## src/hdl/win_pkg.sv

```systemverilog
`default_nettype none

package win_pkg;

  localparam int WIN   = 13;  // window edge, fixed
  localparam int SUM_W = 16;  // 169 * 255 fits
  localparam int POS_W = 10;

  typedef logic [7:0] pixel_t;

  // one vertical slice
  // px[0] is the oldest row, px[WIN-1] the live one
  typedef struct packed {
    pixel_t [WIN-1:0] px;
  } column_t;

  // col[0] is the oldest column
  typedef struct packed {
    column_t [WIN-1:0] col;
  } window_t;

  typedef struct packed {
    logic [SUM_W-1:0] sum;
    logic [POS_W-1:0] x;     // left column of the window
    logic [POS_W-1:0] y;     // top row
    logic             last;  // bottom-right window of the frame
  } result_t;

endpackage

`default_nettype wire
```

## src/hdl/line_buffer.sv

```systemverilog
`timescale 1ns/100ps
`default_nettype none

module line_buffer #(
  parameter int COLS = 16
) (
  input  wire logic              clk,
  input  wire logic              rst_n,
  input  wire logic              shift_en_i,
  input  wire win_pkg::pixel_t   pix_i,
  output win_pkg::column_t       col_o
);

  import win_pkg::*;

  localparam int TAPS = WIN - 1;  // rows held above the live pixel

  pixel_t line_q [TAPS][COLS];
  pixel_t line_in [TAPS];

  // each delay line is fed from the tail of the previous one
  always_comb begin
    line_in[0] = pix_i;
    for (int k = 1; k < TAPS; k++) begin
      line_in[k] = line_q[k-1][COLS-1];
    end
  end

  always_ff @(posedge clk) begin
    if (!rst_n) begin
      for (int k = 0; k < TAPS; k++) begin
        for (int j = 0; j < COLS; j++) begin
          line_q[k][j] <= '0;
        end
      end
    end else if (shift_en_i) begin
      for (int k = 0; k < TAPS; k++) begin
        line_q[k][0] <= line_in[k];
        for (int j = 1; j < COLS; j++) begin
          line_q[k][j] <= line_q[k][j-1];
        end
      end
    end
  end

  // tail of line k is k+1 rows above the live pixel
  always_comb begin
    col_o.px[WIN-1] = pix_i;
    for (int k = 0; k < TAPS; k++) begin
      col_o.px[WIN-2-k] = line_q[k][COLS-1];
    end
  end

endmodule

`default_nettype wire

```

## config.mk

```make
export PLATFORM = sky130hd
export DESIGN_NAME = line_buffer
export DESIGN_NICKNAME = d
export VERILOG_FILES = /design/src/hdl/win_pkg.sv /design/src/hdl/line_buffer.sv
export SDC_FILE = /design/constraint.sdc
export NUM_CORES = 2
export LEC_CHECK = 0
export BUFFER_PORTS_ARGS = -buffer_cell sky130_fd_sc_hd__buf_2
export CAP_MARGIN = 15
export CORE_MARGIN = 2
export CORE_UTILIZATION = 30
export CTS_CLUSTER_DIAMETER = 60
export DETAILED_ROUTE_END_ITERATION = 7
export HOLD_SLACK_MARGIN = 0.12
export PLACE_DENSITY = 0.54
export SLEW_MARGIN = 20
export SYNTH_ARGS = -nofsm -noshare
export SYNTH_HDL_FRONTEND = slang
export SYNTH_SLANG_ARGS = --single-unit
```

## constraint.sdc

```tcl
create_clock -name clk -period 144.2 [get_ports clk]
set_input_delay 28.84 -clock clk [delete_from_list [all_inputs] [get_ports clk]]
set_output_delay 28.84 -clock clk [all_outputs]
set_load 0.01 [all_outputs]
```

==> flow_summary.toml <==
[logic_synthesis]
synth_top_area_cell = "edfxtp_1"
synth_area_leaders = "edfxtp_1 78%, and3_1 16%, buf_6 1.9%"
synth_area_sq_mm = 0.05880
synth_fp_nets = 3529
synthArstFlopShare = 0
ys.flop_type = "edfxtp_1"
synth-seq-cells = 1536
yosys.area.top_type_share = 0.7845
synth.top_cells.by_count = "1,536 x and3_1, 1,536 x edfxtp_1, 108 x buf_4"
synth-edff-count = 1536
synthCells = 3518
yosys_warnings = 0
avgSynthCellArea_sq_um = 16.71
ys_types = 8
synth_seq_area_share = 0.7845

[route]
ant_nets = 0
routed-via-count = 27510
viasPerCell = 4.466
drt_pass1_iterations = 4
drc = 0
drt_iter0_markers = 2633
wirelength_mm = 94.32
drt-wirelength-per-cell_microns = 15.31

[setup_path]
required_ns = 115.36
crit_chain = "buf_2, buf_2"
cp_data_arrival_time_ns = 29.08
critPathKind = "in -> out"
worst_setup_path_start_kind = "input pin"
cpPeakStageDelay_ns = 0.13
crit_fanout = 2
cpMostUsedCell = "buf_2"
worst_setup_path_end_kind = "output pin"
path_buf_inv = 2
crit_slowest_cell = "buf_2"
critical-path-top-delay-family = "buffers and inverters"

[timing]
max_freq_ghz = 0.01727
finalWorstSetupSlack_ns = 86.28
finalSetupTns_ns = 0
setup-violations-final = 0
drv_slew = 0
max_slew_margin = 0.2102
hold_viol = 0
tightest_slew_ns = 1.185
period_share = 0.4016
fin_crit_ns = 57.92
fin_skew_ns = 0.03177
rsz0062_at_grt = "no"

[die]
start_util = 0.3018
fp.dieW_microns = 446.7
ioPinCount = 115
die_y_microns = 446.7
fp-row-count = 162
die_area_sq_mm = 0.1995
core_region_area_sq_mm = 0.1948

[power_and_ir_drop]
swShare = 0.2161
p_per_area_mw_per_mm2 = 14.98
vdd_drop_max_mv = 0.01042
pwr-share-seq = 0.537
p_sw_mw = 0.2119
p_int_mw = 0.7686
leakage_nw = 29.43
clkPwrFrac = 0.431
comb_power_share = 0.032

[clock_tree]
clock_sinks = 1536
postCtsHoldBufs = 0
clock_latency_ns = 0.79
cts.path.max_buffers = 3
cts_made_buffers = 171
cts_htree_levels = 4
postCtsSetupBuffers = 0
clkTransAtPathRegs_ns = 0.06
cts_tree = "done"
cts_resized = 0
clockRootBuffer = "clkbuf_16"

[placed_design]
post-dp-hpwl_mm = 40.11
io_buffers = 114
placedCellCount = 5842
place_congestion = 0.6674
place_area_sq_mm = 0.05998
detailedPlace.worstSlack_ns = 86.29

[grt]
track_usage = 0.09199
grt_pass1_wl_mm = 151.8
first_global_vias = 26760
grt_max_degree = 311
antenna_found_initial = 2
gr-total-overflow = 0

[layout]
seq_area_sq_mm = 0.04612
fillers = 18720
max_flop_register = "line_q"
final_area_sq_mm = 0.06546
reg_top3 = "line_q (1536)"
largest_reg_flops = 1536
final_util = 0.3361
finalNetCount = 3402
drive_gt1_frac = 0.1098
multi_input_area_sq_mm = 0.009623
area_delta_synth_final_pct = 11.34
stdcell_count = 6160

[hold_path]
worstHoldPathType = "reg -> reg"

[status]
status = "complete, no violations"

[job]
maxCapViolCount = 0
==> cell type report <==
type,count,share of cell area
antenna,2,0.00007645
tap,2624,0.05015
sequential,1536,0.7046
multi-input combinational,1537,0.1470
timing repair buffer,145,0.01466
clock buffer,206,0.06770
clock inverter,110,0.01584
==> metal layers <==
metal  share of wire  global-route usage  vias to the layer above  wire length, microns
met3           0.040             0.02234                      174                  3754
li1                -                   -                    13150                     -
met1            0.49              0.1326                    13880                 46540
met5               0                   0                        -                     0
met4           0.025             0.03632                        0                  2372
met2            0.44              0.1325                      308                 41650
==> cells by family after synthesis <==
| logic type | Yosys count | synth area share |
|---|---|---|
| buffers and inverters | 445 | 0.05197 |
| flip-flops | 1536 | 0.7845 |
| AND/OR/NAND/NOR | 1537 | 0.1635 |
==> layout by cell type (no fill, tap or decap) <==
master	netlist	layout
and3_1	1536	1536
clkinvlp_4	0	5
clkinv_4	0	2
clkbuf_1	59	34
inv_6	0	11
clkinv_2	0	26
buf_2	77	112
buf_8	0	2
diode_2	0	2
clkinv_1	0	40
edfxtp_1	1536	1536
nand2b_4	0	1
bufinv_16	0	10
buf_6	101	3
clkbuf_16	0	172
buf_4	108	18
inv_16	0	4
clkinv_16	0	4
clkinv_8	0	3
buf_12	0	10
inv_8	0	5
==> metrics by stage <==
step	hold WS, ns	power (mW)
floorplan	0.5346	0.5982
global placement	0.5369	0.5678
detailed placement	0.5422	0.5683
CTS	0.5259	0.9975
global route	0.5432	1.019
finish	0.5299	0.9805
==> path summary, 6_finish.rpt <==
path                       start              to  slack (ns)  depth (start not counted)
hold / removal    line_q[1][295]  line_q[1][287]        0.53                          1
setup / recovery        pix_i[1]       col_o[97]       86.28                          2
setup reg to reg  line_q[2][131]  line_q[2][379]      143.24                          1
hold reg to reg   line_q[1][295]  line_q[1][287]        0.53                          1
==> power groups by stage <==
stage	registers, mW	logic, mW	clock network [mW]
3_5_place_dp	0.536	0.0323	0
4_1_cts	0.527	0.0325	0.438
2_1_floorplan	0.570	0.0279	0
3_3_place_gp	0.536	0.0320	0
6_report	0.527	0.0313	0.423
5_1_grt	0.529	0.0355	0.454
Note: power is estimated with default switching activity, not from simulation.
