==> config.mk <==
export PLATFORM = sky130hd
export DESIGN_NAME = window_datapath
export DESIGN_NICKNAME = d
export VERILOG_FILES = /design/src/hdl/win_pkg.sv /design/src/hdl/window_datapath.sv
export SDC_FILE = /design/constraint.sdc
export NUM_CORES = 2
export LEC_CHECK = 0
export ABC_AREA = 1
export CORE_AREA = 3 3 571 573
export DETAILED_ROUTE_END_ITERATION = 7
export DIE_AREA = 0 0 574 576
export DONT_BUFFER_PORTS = 1
export GPL_TIMING_DRIVEN = 0
export PLACE_DENSITY = 0.3
export SETUP_SLACK_MARGIN = 0.4
export SYNTH_ARGS = -nofsm -noshare
export SYNTH_HDL_FRONTEND = slang
export SYNTH_SLANG_ARGS = --single-unit
==> constraint.sdc <==
create_clock -name clk -period 1.7 [get_ports clk]
set_input_delay 0.085 -clock clk [delete_from_list [all_inputs] [get_ports clk]]
set_output_delay 0.085 -clock clk [all_outputs]
set_load 0.05 [all_outputs]
==> src/hdl/win_pkg.sv <==
`default_nettype none

package win_pkg;

  localparam int WIN   = 13;  // window edge, fixed
  localparam int SUM_W = 16;  // 169 * 255 fits
  localparam int POS_W = 10;

  typedef logic [7:0] pixel_t;

  // one vertical slice
  // px[0] is the oldest row, px[WIN-1] the live one
  typedef struct packed {
    pixel_t [WIN-1:0] px;
  } column_t;

  // col[0] is the oldest column
  typedef struct packed {
    column_t [WIN-1:0] col;
  } window_t;

  typedef struct packed {
    logic [SUM_W-1:0] sum;
    logic [POS_W-1:0] x;     // left column of the window
    logic [POS_W-1:0] y;     // top row
    logic             last;  // bottom-right window of the frame
  } result_t;

endpackage

`default_nettype wire
==> src/hdl/window_datapath.sv <==
`timescale 1ns/100ps
`default_nettype none

module window_datapath #(
  parameter int COLS = 16,
  parameter int ROWS = 16
) (
  input  wire logic                  clk,
  input  wire logic                  rst_n,
  input  wire logic                  shift_en_i,
  input  wire win_pkg::column_t      col_i,
  output win_pkg::window_t           win_o,
  output logic                       win_valid_o,
  output logic [win_pkg::POS_W-1:0]  win_x_o,
  output logic [win_pkg::POS_W-1:0]  win_y_o,
  output logic                       frame_last_o
);

  import win_pkg::*;

  logic [POS_W-1:0] x_cnt;  // position of the pixel now at the input
  logic [POS_W-1:0] y_cnt;
  logic             x_wrap;
  logic             y_wrap;
  logic             full;

  assign x_wrap = (x_cnt == POS_W'(COLS - 1));
  assign y_wrap = (y_cnt == POS_W'(ROWS - 1));
  // this shift completes a 13x13 block inside the image
  assign full   = (x_cnt >= POS_W'(WIN - 1)) && (y_cnt >= POS_W'(WIN - 1));

  always_ff @(posedge clk) begin
    if (!rst_n) begin
      x_cnt <= '0;
      y_cnt <= '0;
    end else if (shift_en_i) begin
      if (x_wrap) begin
        x_cnt <= '0;
        y_cnt <= y_wrap ? '0 : y_cnt + 1'b1;
      end else begin
        x_cnt <= x_cnt + 1'b1;
      end
    end
  end

  // newest column enters at the top index
  always_ff @(posedge clk) begin
    if (!rst_n) begin
      win_o <= '0;
    end else if (shift_en_i) begin
      win_o.col[WIN-1] <= col_i;
      for (int i = 0; i < WIN - 1; i++) begin
        win_o.col[i] <= win_o.col[i+1];
      end
    end
  end

  always_ff @(posedge clk) begin
    if (!rst_n) begin
      win_valid_o  <= 1'b0;
      win_x_o      <= '0;
      win_y_o      <= '0;
      frame_last_o <= 1'b0;
    end else begin
      win_valid_o <= shift_en_i && full;
      if (shift_en_i) begin
        win_x_o      <= x_cnt - POS_W'(WIN - 1);  // left edge
        win_y_o      <= y_cnt - POS_W'(WIN - 1);
        frame_last_o <= x_wrap && y_wrap;
      end
    end
  end

  // counters never leave the image
  a_cnt_range: assert property (@(posedge clk) disable iff (!rst_n)
    (x_cnt < POS_W'(COLS)) && (y_cnt < POS_W'(ROWS)));

  // the input handshake keeps shifts at least two cycles apart
  a_valid_pulse: assert property (@(posedge clk) disable iff (!rst_n)
    win_valid_o |=> !win_valid_o);

endmodule

`default_nettype wire

==> flow_summary.json <==
{
  "status": "finished clean",
  "start_util_pct": 15.0,
  "drtIter0Drc": 3152,
  "io_pins": 1481,
  "ir_worst_vdd_mv": 0.777,
  "clkTransAtPathRegs_ns": 0.06,
  "postRouteAntennaNets": 0,
  "core_sq_um": 321000,
  "drive_above_1_share_pct": 27.7,
  "cts_tree": "built",
  "port-buffer-count": 0,
  "final_nets": 6693,
  "endpoint_kind": "output pin",
  "yosys_warnings": 0,
  "grt_max_degree": 15,
  "stdcell_area_sq_um": 65100,
  "critPathMaxFanout": 3,
  "syn_area_sq_um": 48100,
  "maxCapViolCount": 0,
  "async_flop_share_pct": 0,
  "holdCritPathClass": "input pin to register",
  "synth_compound_area_share_pct": 14.7,
  "finalCritPeriodShare_pct": 88.8,
  "drv_slew": 0,
  "clock_path_buffers": 4,
  "yosys-top-cells-area": "dfxtp_1, nor2_1, o21ai_0",
  "rsz0062_at_grt": "yes",
  "yosysMostFrequentCell": "nor2_1",
  "muxShareOfSynthArea_pct": 0,
  "synth_ff_type": "dfxtp_1",
  "drcViolationCount": 0,
  "start_kind": "register",
  "grt_antenna_before_repair": 24,
  "yosysTopAreaCell": "dfxtp_1",
  "die-height_um": 576,
  "grt_pass1_vias": 42800,
  "synth_nets": 6282,
  "finalHoldViolCount": 0,
  "placed_area_sq_um": 53500,
  "p_per_area_nw_per_um2": 1390,
  "syn_to_final_growth_pct": 35.2,
  "wl_mm": 321,
  "leakage_uw": 0.0251,
  "worstMarginPinSlew_ns": 0.858,
  "cts_inserted_buffers": 180,
  "synthSimpleGateAreaFrac_pct": 22.4,
  "finalSetupTns_ns": 0,
  "syn-instance-count": 6167,
  "synth_top_family_by_area": "simple AND/OR/NAND/NOR gates",
  "setup_viol": 0,
  "timing.hold.ws_ns": 0.0502,
  "wl_per_cell_um": 29.1,
  "ys_ff_latch": 1394,
  "overflow": 0,
  "gp_congestion": 0.936,
  "yosys.area.top_type_share_pct": 58.0,
  "yosys.area_share.xor_xnor_pct": 0.127,
  "crit_type": "register to output pin",
  "ys_types": 31,
  "synth_seq_area_share_pct": 58.0,
  "die_w_um": 574,
  "htreeDepth": 4,
  "utilization_pct": 20.3,
  "fin_crit_ns": 1.51,
  "synth-adder-area-share_pct": 0.208,
  "num_vias": 44300,
  "finalClockSkew_ns": 0.0554,
  "synth_edf_count": 0,
  "clkSinkCount": 1394,
  "cts_root_buf": "clkbuf_16",
  "clk_latency_ns": 0.83,
  "critPathRequiredTime_ns": 1.62,
  "track_usage_pct": 18.5,
  "max_clock_freq_mhz": 662,
  "firstDrtPassIters": 6,
  "grt_pass1_wl_mm": 420,
  "dpl.hpwl_mm": 268,
  "fp.dieArea_sq_um": 331000,
  "slew_headroom_pct": 42.8,
  "crit_arrival_ns": 1.42,
  "post_drt_via_cell_ratio": 4.02,
  "fill_cells": 35800,
  "avgSynthCellArea_sq_um": 7.81,
  "row_count": 208,
  "ys_top_cells_by_count": "nor2_1, dfxtp_1, o21ai_0"
}
==> routing by layer <==
metal	vias up	global-route usage, %	share of wire (%)
li1	20900	-	-
met1	21300	19.4	36
met2	1745	34.5	52
met3	328	6.73	9.2
met4	2	4.88	3.0
met5	-	0	0.0034
==> kinds of logic (layout without fill, tap and decap cells) <==
family	after synthesis	in the layout
AOI/OAI and AO/OA	1406	1406
adders and majority gates	8	8
DFF	1394	1394
other	0	12
xor gates and xnor gates	7	7
and+or+nand+nor	2858	2858
buffers and inverters	494	1033
==> timing repair <==
item | 4_1_cts | 5_1_grt
pin swaps | 0 | 21
hold buffers | 216 | 0
setup buffers | 0 | 13
gates resized for setup | 1390 | 650
hold endpoints to repair | 220 | 0
gates cloned | 0 | 0
setup endpoints to repair | 1589 | 1545
==> worst paths after layout <==
| kind | start | end | slack [ns] | cells past startpoint |
|---|---|---|---|---|
| min reg2reg | y_cnt[2] | win_y_o[2] | 0.52 | 1 |
| max reg2reg | x_cnt[4] | y_cnt[0] | 0.33 | 8 |
| max | win_o[722] | win_o[722] | 0.19 | 0 |
| min | shift_en_i | y_cnt[1] | 0.05 | 4 |
==> power by group <==
part	internal [uW]	switching, uW
Sequential	34800	11500
Clock	22800	15800
Combinational	1960	3790
Total	59600	31100
==> registers in the layout, summed over array words and instances (netlist names) <==
register	flops
win_o	1352
x_cnt	10
win_valid_o	1
frame_last_o	1
win_x_o	10
win_y_o	10
y_cnt	10
==> layout make-up <==
type,count,area [sq um],share of cell area [%]
flip-flops and latches,1394,31100,47.8
multi-input cells,4279,18200,28.0
well taps,4305,5390,8.27
clock buffers,268,5290,8.12
repair buffers,229,2260,3.48
plain buffers,458,2110,3.25
clock inverters,42,561,0.861
inverters,36,138,0.211
diodes,12,30.0,0.0461
==> cells in the final DEF, fill, tap and decap left out, drive strengths merged, types with 8 or more instances in the layout <==
cell	synthesis	routed
nand2	76	76
clkinv	0	25
diode	0	12
clkbuf	306	577
inv	36	40
nor2	2755	2755
dfxtp	1394	1394
dlygate4sd3	0	214
buf	152	162
ha	8	8
nand3	18	18
o21ai	1373	1373
a21oi	25	25
bufinv	0	9
==> through the flow <==
stage,setup WS (ns),power [uW],std cells
floorplan,0.412,47400,6167
global placement,-1.43,52500,10500
detailed placement,-1.08,52500,10500
CTS,0.0340,92600,11000
global route,0.0973,94200,11000
finish,0.190,90700,11000
(Power assumes the default switching activity.)
