`config.mk`:
```
export PLATFORM = sky130hd
export DESIGN_NAME = window_sum
export DESIGN_NICKNAME = d
export VERILOG_FILES = /design/src/hdl/win_pkg.sv /design/src/hdl/window_sum.sv
export SDC_FILE = /design/constraint.sdc
export NUM_CORES = 2
export LEC_CHECK = 0
export BUFFER_PORTS_ARGS = -buffer_cell sky130_fd_sc_hd__buf_2
export CORE_AREA = 8 8 546 548
export DETAILED_ROUTE_END_ITERATION = 10
export DIE_AREA = 0 0 554 556
export PLACE_DENSITY_LB_ADDON = 0.25
export SLEW_MARGIN = 20
export SYNTH_ARGS = -nofsm -noshare
export SYNTH_HDL_FRONTEND = slang
export SYNTH_SLANG_ARGS = --single-unit
```
`constraint.sdc`:
```
create_clock -name clk -period 7.05 [get_ports clk]
set_input_delay 0.3525 -clock clk [delete_from_list [all_inputs] [get_ports clk]]
set_output_delay 0.3525 -clock clk [all_outputs]
set_load 0.005 [all_outputs]
```
`src/hdl/win_pkg.sv`:
```
`default_nettype none

package win_pkg;

  localparam int WIN   = 13;  // window edge, fixed
  localparam int SUM_W = 16;  // 169 * 255 fits
  localparam int POS_W = 10;

  typedef logic [7:0] pixel_t;

  // one vertical slice
  // px[0] is the oldest row, px[WIN-1] the live one
  typedef struct packed {
    pixel_t [WIN-1:0] px;
  } column_t;

  // col[0] is the oldest column
  typedef struct packed {
    column_t [WIN-1:0] col;
  } window_t;

  typedef struct packed {
    logic [SUM_W-1:0] sum;
    logic [POS_W-1:0] x;     // left column of the window
    logic [POS_W-1:0] y;     // top row
    logic             last;  // bottom-right window of the frame
  } result_t;

endpackage

`default_nettype wire
```
`src/hdl/window_sum.sv`:
```
`timescale 1ns/100ps
`default_nettype none

module window_sum (
  input  wire logic                  clk,
  input  wire logic                  rst_n,
  input  wire win_pkg::window_t      win_i,
  input  wire logic                  valid_i,
  input  wire logic [win_pkg::POS_W-1:0] x_i,
  input  wire logic [win_pkg::POS_W-1:0] y_i,
  input  wire logic                  last_i,
  output logic                       valid_o,
  output win_pkg::result_t           res_o
);

  import win_pkg::*;

  logic [SUM_W-1:0] col_sum [WIN];
  logic [SUM_W-1:0] col_sum_q [WIN];
  logic [SUM_W-1:0] total;
  logic             v1_q;
  logic [POS_W-1:0] x1_q;
  logic [POS_W-1:0] y1_q;
  logic             last1_q;

  // stage 1, one 13-input adder per column
  always_comb begin
    for (int c = 0; c < WIN; c++) begin
      col_sum[c] = '0;
      for (int r = 0; r < WIN; r++) begin
        col_sum[c] = col_sum[c] + SUM_W'(win_i.col[c].px[r]);
      end
    end
  end

  always_ff @(posedge clk) begin
    if (valid_i) begin
      col_sum_q <= col_sum;
      x1_q      <= x_i;
      y1_q      <= y_i;
      last1_q   <= last_i;
    end
  end

  // stage 2
  always_comb begin
    total = '0;
    for (int c = 0; c < WIN; c++) begin
      total = total + col_sum_q[c];
    end
  end

  always_ff @(posedge clk) begin
    if (v1_q) begin
      res_o.sum  <= total;
      res_o.x    <= x1_q;
      res_o.y    <= y1_q;
      res_o.last <= last1_q;
    end
  end

  always_ff @(posedge clk) begin
    if (!rst_n) begin
      v1_q    <= 1'b0;
      valid_o <= 1'b0;
    end else begin
      v1_q    <= valid_i;
      valid_o <= v1_q;
    end
  end

endmodule

`default_nettype wire

```
==> run metrics <==
status=finished clean; Num CTS Buffers=37; Final period util=75.8%; Vert. Die Dim=between 500 and 600 um; number of instances in the placed design=between 9k and 10k; CP cell instances=fa_1, inv_1, fa_1, inv_1, fa_1, fa_1, inv_1, fa_1, inv_1, ha_1, fa_1, a211oi_1, o211ai_1, nand2_1, o21ai_0, xor2_1; fin cells=about 9k; Critical Path AT=5670 ps; Syn. warnings=0; count of final setup violators=0; Worst Tran Pin Value=approximately 970 ps; Worst Path Max Fanout=3; unrepaired setup endpoints after global routing=false; Slew Viols, Final=0; CTS root buf=clkbuf_16; Rel. slew slack=35.5%; hold_sp=win_i[200]; R2R cell count=16; vias=between 20k and 30k; Starting Density=15.0%; min cycle time layout=roughly 5300 ps; CP Buf/Inv Count=4; Mapped Area=~0.043 sq mm; share of layout cells above drive strength 1=about 28%; Core Box Area=0.289 sq mm; Resized cells post-CTS=0; die footprint=0.308 sq mm; ANT nets after route=0; DPL Wire Length=approximately 200 mm; endpoint class of the critical path=flop; vias in the first global route=36.6k; Post-Synthesis Cells=~3.8k; CTS tree=done; critical path's slowest cell=fa_1; GPL Wtd Cong=approximately 0.9; Routed WL=between 200 and 250 mm; family with the most delay on the worst path=adder cells; GRT Total Usage=around an eighth; r2r setup slk=approximately 1700 ps; drt drc=0; I/O Pins=1414; CP max stage delay=~660 ps; post-CTS setup buffer count=0; Nets=a little over 8k; hold path depth=3; CP Class=flop to flop; WL per Instance=around 22 um; # clock sinks=216; CTS Hold Bufs=22; 1st-pass router iterations=5; met3 usage=roughly 3.2%; CTS H-tree lvls=2; syn nets=between 6k and 7k; die extent in x=roughly 550 um; num rows=a little under 200; maximum number of pins on one net before global-route repair=67; initial antenna violation count=142; final hold viol count=0; syn_area_per_cell=11.3 sq um; Area growth, synth to finish=30.7%; Vias per Instance=3.27; Reg-to-Reg End=res_o[35]$_DFFE_PP_; critical path required time=between 7000 and 8000 ps; met2 Use GR=approximately a quarter; CTS clk-pin slew, worst paths=~60 ps; Unique masters post-synth=37; max cap viols=0; met1 Use GR=about 14%; Synth Register Bits=around 220; sequential element share of the synthesized area=between 10 and 15%; port bufs=1413; DRT iter0 DRCs=roughly 930; min-delay worst type=input port to flop; Hold EP=col_sum_q[176]$_DFFE_PP_; clock buffer depth=3; first-pass GRT wire length=around 280 mm; worst r2r src=col_sum_q[98]$_DFFE_PP_; clock latency on the worst-skew pair=approximately 610 ps; aggregate global routing overflow=0; crit start category=flop; busiest grt layer=met2; Final Skew=about 22 ps; Setup TNS=0 ps; CP dominant cell by count=fa_1; Max Freq=approximately 190 MHz
==> metrics by stage <==
step | instance area [sq um] | worst slack, ps | hold WS, ps | utilization (%)
final | 56600 | 1710 | 185 | 19.6
after global routing | 56500 | 1570 | 149 | 19.5
after CTS | 56500 | 1750 | 118 | 19.5
after detailed placement | 55100 | 1290 | 407 | 19.1
after global placement | 55100 | 1290 | 402 | 19.1
after floorplan | 43300 | 2390 | 400 | -
==> tightest hold or removal path: stages <==
cell and delay, ps:
buf_2 80, ha_1 120, ha_1 120
==> cell families (layout without fill, tap and decap cells) <==
family / count (synthesis) / count (layout) / synth area share [%]
buffers and inverters: 1711 / 3214 / 14.8
adder cells (fa/ha/maj): 1476 / 1476 / 64.1
AO/OA/AOI/OAI: 230 / 230 / 3.26
flip-flops: 216 / 216 / 14.9
XOR/XNOR: 102 / 102 / 2.06
AND/OR/NAND/NOR: 80 / 80 / 0.827
other: 0 / 20 / 0
==> flip-flops by register name (all words and copies together) (netlist names) <==
register and count:
valid_o 1, v1_q 1, x1_q 10, y1_q 10
last1_q 1, res_o 37, col_sum_q 156
==> worst max-delay path by stage <==
| stage | slack (ps) | to | start | depth (start not counted) |
|---|---|---|---|---|
| after detailed placement | 1290 | col_sum_q[74]$_DFFE_PP_ | win_i[858] | 17 |
| after CTS | 1750 | res_o[35]$_DFFE_PP_ | col_sum_q[98]$_DFFE_PP_ | 16 |
| after global routing | 1570 | res_o[35]$_DFFE_PP_ | col_sum_q[98]$_DFFE_PP_ | 16 |
| after global placement | 1290 | col_sum_q[74]$_DFFE_PP_ | win_i[858] | 17 |
| after floorplan | 2390 | res_o[35]$_DFFE_PP_ | col_sum_q[98]$_DFFE_PP_ | 16 |
| final | 1710 | res_o[35]$_DFFE_PP_ | col_sum_q[98]$_DFFE_PP_ | 16 |
==> cell usage in the layout (no fill, tap or decap), types with 2 or more instances in the layout <==
| master | count |
|---|---|
| buf_2 | 1412 |
| dlygate4sd3_1 | 22 |
| buf_4 | 3 |
| o21bai_1 | 23 |
| inv_1 | 1711 |
| nand2b_1 | 4 |
| a21oi_1 | 85 |
| xor2_1 | 37 |
| or3_1 | 3 |
| o21a_1 | 29 |
| a211oi_1 | 4 |
| o21ai_2 | 2 |
| nor2_1 | 37 |
| and2_1 | 2 |
| clkbuf_16 | 37 |
| clkinvlp_4 | 3 |
| o21ai_0 | 47 |
| a41oi_1 | 2 |
| fa_1 | 1234 |
| inv_6 | 5 |
| o22ai_1 | 2 |
| clkinv_4 | 3 |
| clkinv_1 | 4 |
| o211ai_1 | 3 |
| a21o_1 | 22 |
| diode_2 | 20 |
| xnor2_1 | 65 |
| edfxtp_1 | 214 |
| clkbuf_1 | 3 |
| ha_1 | 242 |
| nor2b_1 | 2 |
| bufinv_16 | 2 |
| nor3_1 | 12 |
| a31oi_1 | 3 |
| nand2_1 | 16 |
| clkinv_2 | 6 |
==> synth_stat cells <==
| cell | instances | area [sq um] |
|---|---|---|
| inv_1 | 1711 | 6420 |
| fa_1 | 1234 | 24700 |
| ha_1 | 242 | 3030 |
| edfxtp_1 | 214 | 6430 |
| a21oi_1 | 85 | 425 |
| xnor2_1 | 65 | 569 |
| o21ai_0 | 47 | 235 |
| nor2_1 | 37 | 139 |
| xor2_1 | 37 | 324 |
| o21a_1 | 29 | 218 |
| o21bai_1 | 23 | 173 |
| a21o_1 | 22 | 165 |
| nand2_1 | 16 | 60.1 |
| nor3_1 | 12 | 60.1 |
| a211oi_1 | 4 | 30.0 |
| nand2b_1 | 4 | 25.0 |
| a31oi_1 | 3 | 18.8 |
| o211ai_1 | 3 | 22.5 |
| or3_1 | 3 | 18.8 |
| a41oi_1 | 2 | 17.5 |
| and2_1 | 2 | 12.5 |
| dfxtp_1 | 2 | 40.0 |
| nor2b_1 | 2 | 12.5 |
| o21ai_2 | 2 | 17.5 |
| o22ai_1 | 2 | 12.5 |
| a21boi_0 | 1 | 7.51 |
| a21oi_2 | 1 | 8.76 |
| a221o_1 | 1 | 10.0 |
| a221oi_2 | 1 | 15.0 |
| a31o_2 | 1 | 8.76 |
| and4_1 | 1 | 8.76 |
| and4_2 | 1 | 10.0 |
| nand3_1 | 1 | 5.00 |
| nand4_1 | 1 | 6.26 |
| o2bb2ai_1 | 1 | 8.76 |
| o31ai_1 | 1 | 7.51 |
| o41ai_1 | 1 | 8.76 |
==> per-layer routing <==
layer	vias to the layer above	share of wire (%)	wire, um
met5	-	0.15	318
met4	48	1.9	3970
met3	311	6.1	12600
met2	1141	55	114000
met1	14857	36	74600
li1	13505	-	-
==> area by class of cell <==
cell class,instances,area [sq um]
fillers,32233,233000
clock inverters,25,229
well taps,3800,4750
clock buffers,40,937
repair buffers,1438,7320
multi-input cells,1888,30400
inverters,1711,6420
diodes,20,50.0
flip-flops and latches,216,6470
Power is not shown: default switching activity piles up to over one toggle a cycle in this logic, so the estimate is an artifact.
