[src/hdl/win_pkg.sv]
`default_nettype none

package win_pkg;

  localparam int WIN   = 13;  // window edge, fixed
  localparam int SUM_W = 16;  // 169 * 255 fits
  localparam int POS_W = 10;

  typedef logic [7:0] pixel_t;

  // one vertical slice
  // px[0] is the oldest row, px[WIN-1] the live one
  typedef struct packed {
    pixel_t [WIN-1:0] px;
  } column_t;

  // col[0] is the oldest column
  typedef struct packed {
    column_t [WIN-1:0] col;
  } window_t;

  typedef struct packed {
    logic [SUM_W-1:0] sum;
    logic [POS_W-1:0] x;     // left column of the window
    logic [POS_W-1:0] y;     // top row
    logic             last;  // bottom-right window of the frame
  } result_t;

endpackage

`default_nettype wire
[src/hdl/stream_ctrl.sv]
`timescale 1ns/100ps
`default_nettype none

module stream_ctrl (
  input  wire logic               clk,
  input  wire logic               rst_n,
  input  wire logic               pix_req_i,
  output logic                    pix_ack_o,
  output logic                    shift_en_o,
  input  wire logic               win_valid_i,
  input  wire logic               sum_valid_i,
  input  wire win_pkg::result_t   res_i,
  output logic                    res_req_o,
  output win_pkg::result_t        res_o,
  input  wire logic               res_ack_i
);

  logic [1:0] inflight_q;  // windows not yet through the output handshake
  logic       res_wait_q;  // req dropped, ack still high
  logic       res_done;

  // win_valid_i lands one cycle after the shift, while ack is still high
  assign shift_en_o = pix_req_i && !pix_ack_o && (inflight_q == 2'd0);
  assign res_done   = res_wait_q && !res_ack_i;

  // input handshake
  always_ff @(posedge clk) begin
    if (!rst_n) begin
      pix_ack_o <= 1'b0;
    end else if (shift_en_o) begin
      pix_ack_o <= 1'b1;
    end else if (!pix_req_i) begin
      pix_ack_o <= 1'b0;
    end
  end

  always_ff @(posedge clk) begin
    if (!rst_n) begin
      inflight_q <= 2'd0;
    end else begin
      inflight_q <= inflight_q + {1'b0, win_valid_i} - {1'b0, res_done};
    end
  end

  // output handshake
  always_ff @(posedge clk) begin
    if (!rst_n) begin
      res_req_o  <= 1'b0;
      res_wait_q <= 1'b0;
    end else begin
      if (sum_valid_i) begin
        res_req_o <= 1'b1;
      end else if (res_req_o && res_ack_i) begin
        res_req_o <= 1'b0;
      end
      if (res_req_o && res_ack_i) begin
        res_wait_q <= 1'b1;
      end else if (!res_ack_i) begin
        res_wait_q <= 1'b0;
      end
    end
  end

  always_ff @(posedge clk) begin
    if (sum_valid_i) begin
      res_o <= res_i;  // held for the whole handshake
    end
  end

  a_ack_needs_req: assert property (@(posedge clk) disable iff (!rst_n)
    $rose(pix_ack_o) |-> $past(pix_req_i));

  // req and data stay put until the receiver answers
  a_req_hold: assert property (@(posedge clk) disable iff (!rst_n)
    (res_req_o && !res_ack_i) |=> (res_req_o && $stable(res_o)));

endmodule

`default_nettype wire

[config.mk]
export PLATFORM = sky130hd
export DESIGN_NAME = stream_ctrl
export DESIGN_NICKNAME = d
export VERILOG_FILES = /design/src/hdl/win_pkg.sv /design/src/hdl/stream_ctrl.sv
export SDC_FILE = /design/constraint.sdc
export NUM_CORES = 1
export LEC_CHECK = 0
export ABC_CLOCK_PERIOD_IN_PS = 1300
export BUFFER_PORTS_ARGS = -buffer_cell sky130_fd_sc_hd__buf_2
export CORE_UTILIZATION = 39
export CTS_BUF_LIST = sky130_fd_sc_hd__clkbuf_2 sky130_fd_sc_hd__clkbuf_4 sky130_fd_sc_hd__clkbuf_8
export DETAILED_ROUTE_END_ITERATION = 7
export PLACE_DENSITY = 0.88
export SETUP_SLACK_MARGIN = 0.5
export SLEW_MARGIN = 5
export SYNTH_ARGS = -nofsm -noshare
export SYNTH_HDL_FRONTEND = slang
export SYNTH_SLANG_ARGS = --single-unit
[constraint.sdc]
create_clock -name clk -period 1.3 [get_ports clk]
set_input_delay 0.065 -clock clk [delete_from_list [all_inputs] [get_ports clk]]
set_output_delay 0.065 -clock clk [all_outputs]
set_load 0.05 [all_outputs]
==> results.cfg, run 1 <==
[die]
die-area_um2 = 3660
ios = 83
rows = 20
core_um2 = 3150
die_x_um = 60.5
fp.dieH_um = 60.5
start_util = 0.423

[sta]
clock_skew_ps = 1.68
hold_violations = 0
fmax_mhz = 784
post-route-period-util = 0.981
fin_crit_ps = 1280
tightest_slew_ps = 223
rsz0062_at_grt = true
setup_viol = 0
finalSetupTns_ps = 0
slew_violations = 0
slew_headroom = 0.851

[clocking]
cts_buffer_depth = 2
htree_num_levels = 2
clk_pin_slew_ps = 110
clock-sinks = 42
insertion_delay_ps = 340
cts_made_buffers = 5
root_buffer = clkbuf_4
cts_tree = built

[setup_path]
critical_path.top_delay_family = flip-flops
crit_fanout = 3
critical_path_class = reg -> out
path_buf_inv = 1
critical-path-max-stage-delay_ps = 380
slowest_stage = dfxtp_4
crit_chain = nor4b_4 -> buf_6
critPathCaptureType = primary output
cp.required_ps = 1240
arrival_ps = 1210
startpoint_type = flip-flop

[placement]
hpwl_um = 1690
port_buffers = 82
gp_congestion = 0.597
detailed_place.area_um2 = 1840

[synthesis]
synth_cell_types = 12
syn-num-nets = 101
postSynthCellCount = 56
synth_warnings = 0
synth_seq_cells = 42
syn-cell-area_um2 = 1330
ys_seq_area_frac = 0.908
synth_area_per_cell_um2 = 23.8

[detailed_routing]
via_per_inst = 4.25
wl_met3_um = 280
dr.pass1.iters = 4
wl_met1_um = 1020
ant_nets = 0
drt_iter0_markers = 15
top_layer_used = met4
wl_met2_um = 1960
vias = 986
drcViolationCount = 0
wirelength_um = 3300
wl_per_cell_um = 14.2

[global_routing]
grt_pass1_vias = 1092
antenna_found_initial = 0
grt_first_pass_wirelength_um = 5010
track_usage = 0.202
overflow = 0
grt_max_degree = 39

[layout]
area_delta_synth_final_pct = 96.1
final_area_um2 = 2620
layout_common_cells = 42 x buf_2, 40 x dlygate4sd3_1, 38 x buf_6
finalNetCount = 232
antennaDiodeCount = 0
layout_commonest_cell = buf_2
drive_above_1_share = 0.559
fillers = 190

[worst_hold_path]
worstHoldPathType = in -> reg

[power_and_ir_drop]
power_density_nw_per_um2 = 1210
peakVddDrop_mv = 0.744
p_leak_nw = 1.12

[status]
outcome = complete, no violations

[run]
drv_cap = 0
==> worst paths after layout <==
kind                            slack (ps)        from  depth (start not counted)             to
worst max register to register          50  res_wait_q                          6  inflight_q[1]
worst min-delay path                    90   res_ack_i                          3      res_req_o
worst min register to register         530  res_wait_q                          1     res_wait_q
worst max-delay path                    20   pix_ack_o                          2     shift_en_o
==> power breakdown <==
| group | internal, W | leakage, nW | switching [W] |
|---|---|---|---|
| registers | 0.00159 | 0.406 | 0.0000630 |
| clock network | 0.000283 | 0.0387 | 0.000379 |
| logic | 0.000368 | 0.676 | 0.000485 |
| total | 0.00224 | 1.12 | 0.000928 |
==> cells by family after synthesis <==
group | after synthesis | share of synthesized area
fa+ha+maj | 2 | 0.0188
simple gates | 6 | 0.0300
compound gates | 3 | 0.0206
xor+xnor | 1 | 0.0169
flops | 42 | 0.908
buf+inv | 2 | 0.00563
==> state kept, by name, summed over array words and instances (netlist names) <==
register	cells
res_o	37
res_wait_q	1
res_req_o	1
pix_ack_o	1
inflight_q	2
==> metrics by stage <==
stage / total power, W / hold WS [ps] / setup slack, ps / cells / utilization
detailed placement: 0.00225 / 243 / 6.36 / 183 / 0.584
floorplan: 0.00207 / 164 / 90.3 / 56 / -
finish: 0.00317 / 93.0 / 24.9 / 232 / 0.829
CTS: 0.00319 / 54.5 / 27.9 / 231 / 0.825
global route: 0.00330 / 76.3 / -36.3 / 232 / 0.829
global placement: 0.00224 / 242 / 76.3 / 183 / 0.584
==> worst min-delay path, stage by stage <==
cell	delay (ps)
buf_2	120
nor2b_1	50
o21a_1	160
==> per-layer routing <==
| layer | track usage | vias to the layer above |
|---|---|---|
| met5 | 0 | - |
| met4 | 0.0584 | 0 |
| met3 | 0.0874 | 5 |
| met2 | 0.396 | 51 |
| met1 | 0.185 | 454 |
| li1 | - | 476 |
==> synth_stat cells <==
cell type / n / area (µm²)
and2_1: 1 / 6.26
dfxtp_1: 5 / 100
edfxtp_1: 37 / 1110
ha_1: 2 / 25.0
inv_1: 2 / 7.51
nor2_1: 1 / 3.75
nor2b_1: 2 / 12.5
nor2b_2: 1 / 8.76
nor4b_1: 1 / 8.76
o211a_1: 2 / 20.0
o21a_1: 1 / 7.51
xnor3_1: 1 / 22.5
==> layout make-up <==
class                           count  area (µm²)  share of cell area
Tap cell                           44        55.1              0.0211
Sequential cell                    42        1230               0.469
Clock buffer                        7        58.8              0.0225
Clock inverter                      1        5.00             0.00191
Multi-Input combinational cell     12         165              0.0632
Timing Repair Buffer              124        1100               0.419
Inverter                            2        7.51             0.00287
==> what timing repair did <==
item / in CTS / in global routing
hold buffers: 40 / 0
hold endpoints to repair: 42 / 0
gates cloned: 0 / 0
setup endpoints to repair: 43 / 43
pin swaps: 2 / 3
buffers inserted: 0 / 1
resized for setup: 92 / 2
(Power assumes the default switching activity.)
==> run 2: changes to the inputs <==
CORE_MARGIN = 4   (was not set)
==> results.cfg, run 2 (synthesis results as in run 1) <==
[clocking]
insertion_delay_ps = 340
root_buffer = clkbuf_4
htree_num_levels = 2
cts_tree = built
cts_made_buffers = 5
clock-sinks = 42
cts_buffer_depth = 2
clk_pin_slew_ps = 110

[setup_path]
critical_path_class = reg -> reg
arrival_ps = 1580
startpoint_type = flip-flop
cp-startpoint = res_wait_q
critPathCaptureType = flip-flop
cp.required_ps = 1590
reg2reg_from = res_wait_q
crit_fanout = 2

[detailed_routing]
wirelength_um = 4020
via_per_inst = 4.43
wl_per_cell_um = 17.2
ant_nets = 0
vias = 1032
drt_iter0_markers = 37
drcViolationCount = 0
dr.pass1.iters = 4

[global_routing]
grt_pass1_vias = 1195
antenna_found_initial = 0
grt_max_degree = 21
track_usage = 0.196
grt_first_pass_wirelength_um = 6000
overflow = 0

[layout]
regArea_um2 = 1220
final_area_um2 = 2630
top_regs = res_o x37, inflight_q x2
multi_input_area_um2 = 165
layout_common_cells = 42 x buf_2, 40 x dlygate4sd3_1, 38 x buf_6
fillers = 173
area_delta_synth_final_pct = 97.1
largest_reg_flops = 37
top_register = res_o
finalNetCount = 233
layout_commonest_cell = buf_2
drive_above_1_share = 0.556
antennaDiodeCount = 0

[worst_hold_path]
hp-start = win_valid_i
worstHoldPathType = in -> reg

[sta]
fin_ws_ps = 7.98
rsz0062_at_grt = true
slew_headroom = 0.834
fmax_mhz = 774
hold_violations = 0
fin_crit_ps = 1290
slew_violations = 0
tightest_slew_ps = 249
whs_ps = 100
setup_viol = 0
post-route-period-util = 0.994
clock_skew_ps = 0.647

[status]
outcome = complete, no violations

[die]
core_um2 = 3150
ios = 83
fp.dieH_um = 66.5
die-area_um2 = 4420
die_x_um = 66.5
rows = 20
start_util = 0.423

[power_and_ir_drop]
p_leak_nw = 1.13
peakVddDrop_mv = 0.967
power_density_nw_per_um2 = 1280

[run]
drv_cap = 0

[placement]
port_buffers = 82
gp_congestion = 0.680
dp_worst_setup_slack_ps = 19.1
hpwl_um = 2070
detailed_place.area_um2 = 1840
[run 2: final cells by class]
type	count	share of cell area
clock buffer	7	0.0200
sequential	42	0.466
multi-input combinational	12	0.0628
timing repair buffer	125	0.415
clock inverter	1	0.0114
inverter	2	0.00381
tap	44	0.0209
[run 2: report_power, final]
group          switching [W]  total (W)  internal [W]
clock network       0.000385   0.000835      0.000450
logic               0.000502   0.000872      0.000370
registers          0.0000656    0.00165       0.00159
total               0.000952    0.00336       0.00241
[run 2: through the flow]
stage / util / std cells / power (W) / TNS, ps
6_report: 0.834 / 233 / 0.00336 / 0
5_1_grt: 0.834 / 233 / 0.00351 / -84.1
4_1_cts: 0.818 / 232 / 0.00332 / -10.4
3_5_place_dp: 0.582 / 184 / 0.00226 / 0
3_3_place_gp: 0.582 / 184 / 0.00224 / 0
2_1_floorplan: - / 56 / 0.00207 / 0
[run 2: worst paths after layout]
kind / to / slack, ps / cells after the start
min reg2reg: res_wait_q / 540 / 1
max reg2reg: inflight_q[1] / 8 / 6
max: inflight_q[1] / 8 / 6
min: inflight_q[0] / 100 / 3
[run 2: critical path, cell delays in order (launching register included)]
cell     delay [ps]
dfxtp_2         360
nor2b_4         160
ha_4            220
inv_4            60
ha_4            120
xnor3_1         220
nor2b_2         110
[run 2: metal layers]
metal | vias to the layer above | part of all wire | wire length [µm] | GRT usage
met1 | 485 | 0.32 | 1270 | 0.187
met2 | 59 | 0.58 | 2350 | 0.374
met3 | 8 | 0.084 | 337 | 0.0843
met5 | - | 0 | 0 | 0
li1 | 480 | - | - | -
met4 | 0 | 0.015 | 60 | 0.0533
[run 2: timing repair]
item                                   4_1_cts  5_1_grt
hold buffers                                40        0
setup endpoints to repair                   43       43
setup buffers                                0        1
resized for setup                           83       11
endpoints found under the hold margin       42        0
pin swaps                                    0        3
